<file path="config.mk">
export PLATFORM = sky130hd
export DESIGN_NAME = conv_unit
export DESIGN_NICKNAME = d
export VERILOG_FILES = /design/src/common/conv_pkg.sv /design/src/conv_unit.sv /design/src/mac_lane.sv /design/src/output_stage.sv /design/src/shift_collector.sv
export VERILOG_INCLUDE_DIRS = /design/src /design/src/common
export SDC_FILE = /design/constraint.sdc
export NUM_CORES = 2
export LEC_CHECK = 0
export CAP_MARGIN = 20
export CORE_MARGIN = 4
export CORE_UTILIZATION = 60
export DETAILED_ROUTE_END_ITERATION = 10
export DONT_BUFFER_PORTS = 1
export PLACE_DENSITY = 0.84
export SYNTH_ARGS = -nofsm -noshare
export SYNTH_HDL_FRONTEND = slang
export SYNTH_SLANG_ARGS = --single-unit
</file>
<file path="constraint.sdc">
create_clock -name aclk -period 3.5 [get_ports aclk]
set_input_delay 0.7 -clock aclk [delete_from_list [all_inputs] [get_ports aclk]]
set_output_delay 0.7 -clock aclk [all_outputs]
set_load 0.01 [all_outputs]
</file>
<file path="src/common/conv_defs.svh">
// convolution datapath sizes shared by the package and every module

`ifndef CONV_DEFS_SVH
`define CONV_DEFS_SVH

// parallel lanes, one per kernel column
`define CONV_KERNEL_W 4

// signed pixel and weight width
`define CONV_DATA_W 16

// signed accumulator width
// headroom for long blocks of full scale products
`define CONV_ACC_W 40

// multiplier pipeline depth, in enabled cycles
`define CONV_MUL_DELAY 3

`endif

</file>
<file path="src/common/conv_pkg.sv">
// convolution datapath types for the input beat and the finished lane sum

`include "conv_defs.svh"

package conv_pkg;

    // one input beat of a lane
    // valid qualifies the beat, last closes a block
    // relu applies to the whole block
    typedef struct packed {
        logic                           valid;
        logic signed [`CONV_DATA_W-1:0] pixel;
        logic signed [`CONV_DATA_W-1:0] weight;
        logic                           last;
        logic                           relu;
    } beat_t;

    // one finished block result of a lane
    // relu travels with the sum, applied at the output
    typedef struct packed {
        logic                          valid;
        logic signed [`CONV_ACC_W-1:0] data;
        logic                          relu;
    } sum_t;

endpackage

</file>
<file path="src/conv_unit.sv">
// convolution unit top, parallel mac lanes drained in lane order through relu output

`timescale 1ns/1ns

`include "conv_defs.svh"

module conv_unit (
    input  logic                          aclk,
    input  logic                          arst_n,
    input  logic                          aclken,
    input  conv_pkg::beat_t               beats [`CONV_KERNEL_W],
    output logic                          m_valid,
    output logic signed [`CONV_ACC_W-1:0] m_data,
    output logic                          m_last
);

    import conv_pkg::*;

    // finished block sums, one per lane
    sum_t lane_sums [`CONV_KERNEL_W];

    // head of the shift chain, lane 0 side
    sum_t head;

    // aclken is the downstream ready
    // all three stages freeze together while it is low
    for (genvar i = 0; i < `CONV_KERNEL_W; i++) begin : lane_gen
        mac_lane u_lane (
            .aclk   (aclk),
            .arst_n (arst_n),
            .aclken (aclken),
            .beat   (beats[i]),
            .sum    (lane_sums[i])
        );
    end

    // parallel sums to a serial stream, lowest lane first
    shift_collector u_collector (
        .aclk      (aclk),
        .arst_n    (arst_n),
        .aclken    (aclken),
        .lane_sums (lane_sums),
        .head      (head)
    );

    // relu, group last marking, output register
    output_stage u_output (
        .aclk    (aclk),
        .arst_n  (arst_n),
        .aclken  (aclken),
        .head    (head),
        .m_valid (m_valid),
        .m_data  (m_data),
        .m_last  (m_last)
    );

endmodule

</file>
<file path="src/mac_lane.sv">
// mac lane, pipelined signed multiply and per block accumulation of the products

`timescale 1ns/1ns

`include "conv_defs.svh"

module mac_lane (
    input  logic            aclk,
    input  logic            arst_n,
    input  logic            aclken,
    input  conv_pkg::beat_t beat,
    output conv_pkg::sum_t  sum
);

    import conv_pkg::*;

    localparam int PROD_W = 2 * `CONV_DATA_W;

    // one multiplier stage, flags ride along with the product
    typedef struct packed {
        logic                     valid;
        logic signed [PROD_W-1:0] prod;
        logic                     last;
        logic                     relu;
    } mul_stage_t;

    mul_stage_t [`CONV_MUL_DELAY-1:0] pipe;

    // running total of the current block
    logic signed [`CONV_ACC_W-1:0] acc_q;
    logic signed [`CONV_ACC_W-1:0] acc_sum;

    // completed block total, one cycle ahead of sum
    sum_t total_q;

    mul_stage_t tail;

    assign tail = pipe[`CONV_MUL_DELAY-1];

    // product sign extends into the accumulator width
    assign acc_sum = acc_q + tail.prod;

    always_ff @(posedge aclk or negedge arst_n) begin
        if (!arst_n) begin
            pipe    <= '0;
            acc_q   <= '0;
            total_q <= '0;
            sum     <= '0;
        end else if (aclken) begin
            // first stage does the multiply
            pipe[0].valid <= beat.valid;
            pipe[0].prod  <= beat.pixel * beat.weight;
            pipe[0].last  <= beat.last;
            pipe[0].relu  <= beat.relu;

            // remaining stages only delay
            for (int k = 1; k < `CONV_MUL_DELAY; k++) begin
                pipe[k] <= pipe[k-1];
            end

            // accumulate, restart from zero after the last product
            if (tail.valid) begin
                acc_q <= tail.last ? '0 : acc_sum;
            end

            // block total, valid only on the last product
            total_q.valid <= tail.valid && tail.last;
            total_q.data  <= acc_sum;
            total_q.relu  <= tail.relu;

            // registered out, valid for exactly one enabled cycle
            sum <= total_q;
        end
    end

endmodule

</file>
<file path="src/output_stage.sv">
// output stage, relu clamp and group last marking with a registered output

`timescale 1ns/1ns

`include "conv_defs.svh"

module output_stage (
    input  logic                          aclk,
    input  logic                          arst_n,
    input  logic                          aclken,
    input  conv_pkg::sum_t                head,
    output logic                          m_valid,
    output logic signed [`CONV_ACC_W-1:0] m_data,
    output logic                          m_last
);

    localparam int CNT_W = $clog2(`CONV_KERNEL_W);
    localparam logic [CNT_W-1:0] LAST_LANE = CNT_W'(`CONV_KERNEL_W - 1);

    // lane of the next valid output
    logic [CNT_W-1:0] lane_q;

    logic signed [`CONV_ACC_W-1:0] relu_data;
    logic                          at_last_lane;

    // negative sums clamp to zero only when the block asks for it
    assign relu_data    = (head.relu && head.data[`CONV_ACC_W-1]) ? '0 : head.data;
    assign at_last_lane = (lane_q == LAST_LANE);

    always_ff @(posedge aclk or negedge arst_n) begin
        if (!arst_n) begin
            m_valid <= 1'b0;
            m_data  <= '0;
            m_last  <= 1'b0;
            lane_q  <= '0;
        end else if (aclken) begin
            m_valid <= head.valid;
            m_data  <= relu_data;
            m_last  <= head.valid && at_last_lane;
            // wraps after the highest lane
            if (head.valid) begin
                lane_q <= at_last_lane ? '0 : lane_q + 1'b1;
            end
        end
    end

endmodule

</file>
<file path="src/shift_collector.sv">
// shift chain collector, serializes parallel lane sums into lane order

`timescale 1ns/1ns

`include "conv_defs.svh"

module shift_collector (
    input  logic           aclk,
    input  logic           arst_n,
    input  logic           aclken,
    input  conv_pkg::sum_t lane_sums [`CONV_KERNEL_W],
    output conv_pkg::sum_t head
);

    import conv_pkg::*;

    // stage i belongs to lane i, stage 0 is the head
    sum_t [`CONV_KERNEL_W-1:0] stage_q;

    // what each stage takes when its lane is idle
    sum_t [`CONV_KERNEL_W-1:0] from_above;

    always_comb begin
        for (int i = 0; i < `CONV_KERNEL_W - 1; i++) begin
            from_above[i] = stage_q[i+1];
        end
        // nothing above the top stage, feed a bubble
        from_above[`CONV_KERNEL_W-1] = '0;
    end

    // a fresh lane sum wins over the shift
    // usage rule keeps it from landing on a sum still in flight
    always_ff @(posedge aclk or negedge arst_n) begin
        if (!arst_n) begin
            stage_q <= '0;
        end else if (aclken) begin
            for (int i = 0; i < `CONV_KERNEL_W; i++) begin
                if (lane_sums[i].valid) begin
                    stage_q[i] <= lane_sums[i];
                end else begin
                    stage_q[i] <= from_above[i];
                end
            end
        end
    end

    // lane i reaches here i enabled cycles after loading
    assign head = stage_q[0];

endmodule

</file>
==> results.py <==
metrics = {
    "placed_design": {
        "hpwlAfterDp_um": 152400,
        "gp_congestion": 0.9160,
        "portBuffers": 0,
        "placed_cells": 10311,
    },
    "detailed_routing": {
        "detail_route.wirelength_um": 209800,
        "routed_via_density": 5.753,
        "drc": 0,
        "dr_total_vias": 60790,
        "drt_first_iter_violations": 4456,
        "ant_nets": 0,
        "wl_per_cell_um": 19.86,
        "first_pass_iters": 6,
    },
    "floorplanning": {
        "initial_core_util": 0.6036,
        "die-area_um2": 154800,
        "std_cell_rows": 141,
        "ios": 185,
        "core-area_um2": 147700,
        "dieWidth_um": 393.4,
        "die_h_um": 393.4,
    },
    "cells_and_area": {
        "syn_to_final_growth_pct": 12.47,
        "mostFrequentLayoutCell": "inv_1",
        "fillers": 10180,
        "drive_gt1_frac": 0.2161,
        "multi_input_area_um2": 57420,
        "mostFrequentLayoutCells": "inv_1 (1144), dfrtp_1 (1125), fa_1 (999), mux2_2 (673), nand2_1 (624)",
        "stdcell_count": 10567,
        "fin_util": 0.6789,
        "nNetsFinal": 10228,
        "register_area_um2": 28230,
    },
    "sta": {
        "slew_violations": 819,
        "setup-tns-final_ns": -383.84,
        "min_period_ns": 6.014,
        "final_hold_viol_count": 9,
        "finalSetupViolCount": 490,
        "fmaxAchievable_mhz": 166.3,
        "fin_worst_skew_ns": 0.02863,
        "tightest_slew_ns": 5.338,
        "rsz0062_at_grt": "yes",
        "setup_ws_ns": -2.514,
        "min_period_over_period": 1.718,
        "maxSlewHeadroom": -2.558,
        "whs_ns": -0.03139,
    },
    "setup_path": {
        "cp-endpoint": "lane_gen[0].u_lane.pipe[30]",
        "crit_top_cell": "fa_1",
        "cp-end-kind": "flip-flop",
        "path_cells": "and2_4 > fa_1 > inv_1 > fa_2 > fa_2 > fa_1 > inv_2 > fa_1 > fa_1 > ha_4 > a21o_1 > a21o_1 > a21oi_2 > o21ai_2 > o31ai_2 > buf_4 > a21oi_4 > o41ai_2 > buf_4 > nor2_2 > nor4b_2 > o31ai_1 > o21ai_1",
        "required_ns": 4.04,
        "r2r_setup_slack_ns": -0.25,
        "path_max_fanout": 16,
        "cp-start-kind": "input pin",
        "reg2regPathDepth": 15,
        "crit_type": "in2reg",
        "cp.arrival_ns": 6.55,
        "cp_slowest_stage_delay_ns": 0.53,
        "r2r-start": "lane_gen[1].u_lane.pipe[72]",
        "critPathSlowestCell": "fa_2",
        "critPathLaunch": "beats[130]",
        "rr_endpoint": "lane_gen[1].u_lane.total_q[35]",
    },
    "synth": {
        "async_flop_share": 1.000,
        "ys.flop_type": "dfrtp_1",
        "syn_inst": 8292,
        "synth_top_area_share": 0.3167,
        "synthTopCellsByArea": "dfrtp_1 (32%), fa_1 (24%), mux2_2 (8.6%), ha_1 (6.8%), inv_1 (5.1%)",
        "syn_area_um2": 89140,
        "ys_seq_area_frac": 0.3167,
        "syn_avg_cell_area_um2": 10.75,
        "synth_fp_nets": 9972,
        "synth_seq_cells": 1128,
        "synthDistinctLibCells": 93,
        "ys_warn_count": 0,
        "synth_top_area_cell": "dfrtp_1",
        "synth_edf_count": 0,
    },
    "global_routing": {
        "use_met3": 0.03677,
        "gr-total-overflow": 0,
        "grt_pass1_wl_um": 341100,
        "grt.busiest_layer": "met2",
        "grtUsageMet2": 0.4727,
        "grt_pass1_vias": 65904,
        "grt_max_degree": 1131,
        "use_met1": 0.3379,
        "grtUsageTotal": 0.2691,
        "antenna_found_initial": 9,
    },
    "cts": {
        "ctsLongestPathBuffers": 3,
        "htreeDepth": 3,
        "path_clk_slew_ns": 0.07,
        "cts_tree": "done",
        "clk_latency_ns": 0.69,
        "cts_buffers": 108,
        "cts.sinks": 1128,
        "root_buffer": "clkbuf_16",
    },
    "status": {
        "status": "finished with violations",
        "violations": "hold timing, slew limit, setup timing",
    },
    "flow_run": {
        "max_cap_viol_count": 0,
    },
    "hold_path": {
        "hold_path.class": "in2async",
    },
}
## final cells by class
class,count,area share
Multi-Input combinational cell,5603,0.5728
Sequential cell,1128,0.2816
Inverter,1222,0.04584
Timing Repair Buffer,485,0.04006
Clock buffer,156,0.03116
Tap cell,1930,0.02409
Clock inverter,39,0.004356
Antenna cell,4,0.00009985
## routing by layer
metal / wire, um / share of wire
met4: 9006 / 0.043
met2: 107400 / 0.51
met1: 82120 / 0.39
met5: 70 / 0.00033
met3: 11200 / 0.053
## how the worst min path moves through the flow
stage,start,to,slack [ns],cells after the start
after CTS,arst_n,lane_gen[0].u_lane.pipe[43],-0.24,0
final,arst_n,lane_gen[0].u_lane.pipe[17],-0.03,1
after global placement,lane_gen[2].u_lane.total_q[38],lane_gen[2].u_lane.total_q[38],0.47,2
after floorplan,arst_n,lane_gen[0].u_lane.acc_q[0],0.40,0
after global routing,arst_n,lane_gen[0].u_lane.acc_q[26],0.05,1
after detailed placement,lane_gen[1].u_lane.pipe[28],lane_gen[1].u_lane.pipe[28],0.46,2
## repair_timing
action / in CTS / in global routing
setup endpoints to repair: 120 / 342
gates resized for setup: 169 / 206
setup buffers: 21 / 38
hold endpoints to repair: 1128 / 96
cloned: 0 / 1
pin swaps: 184 / 147
## cell usage after synthesis, drive strengths merged, types with 7 or more instances
cell type / count
nor3: 35
nand2: 654
mux2: 679
fa: 1052
nand3: 92
a22o: 160
o21bai: 36
nor2: 319
clkbuf: 318
ha: 485
o211ai: 15
nor2b: 28
buf: 21
xor2: 71
o21a: 35
a21o: 160
or3: 13
o31ai: 35
nand4: 21
o21ai: 202
nor4: 11
or2: 13
xnor2: 202
a211o: 11
a21oi: 381
nand2b: 62
a31oi: 24
and3: 40
inv: 1222
a211oi: 36
a2111oi: 7
and2: 499
dfrtp: 1128
a21boi: 7
mux2i: 127
## worst max-delay path: cells and delay by family
kind | cells | cell delay, ns
AOI/OAI and AO/OA | 9 | 1.71
adders and majority gates | 7 | 3.26
buffers and inverters | 4 | 0.48
and+or+nand+nor | 3 | 0.40
## sequential cells by signal, summed over array words and instances (netlist names), 2 cells and up
signal                   count
lane_gen.u_lane.acc_q      160
lane_gen.u_lane.pipe       420
lane_gen.u_lane.sum        168
lane_gen.u_lane.total_q    168
u_collector.from_above     126
u_collector.head            42
u_output.lane_q              2
u_output.m_data             40
## through the flow
stage / hold WS [ns] / setup WS [ns] / instance area, um2
5_1_grt: 0.05152 / -2.554 / 100200
3_3_place_gp: 0.4664 / -3.041 / 94670
3_5_place_dp: 0.4648 / -3.103 / 94670
4_1_cts: -0.2407 / -2.422 / 98990
6_report: -0.03139 / -2.514 / 100200
2_1_floorplan: 0.4044 / -2.875 / 91020
## kinds of logic (layout without fill, tap and decap cells)
| logic type | Yosys count | after routing | share of synthesized area |
|---|---|---|---|
| DFF | 1128 | 1128 | 0.3167 |
| AOI/OAI and AO/OA | 1171 | 1171 | 0.08667 |
| buffers and inverters | 1561 | 1902 | 0.06611 |
| muxes | 806 | 806 | 0.1000 |
| xor gates and xnor gates | 274 | 274 | 0.02708 |
| and+or+nand+nor | 1815 | 1815 | 0.09907 |
| adders and majority gates | 1537 | 1537 | 0.3044 |
| other | 0 | 4 | 0 |
Power is left out: the tool's default activity adds up to more than one toggle a clock period on the data nets, which glitch-free logic cannot reach.
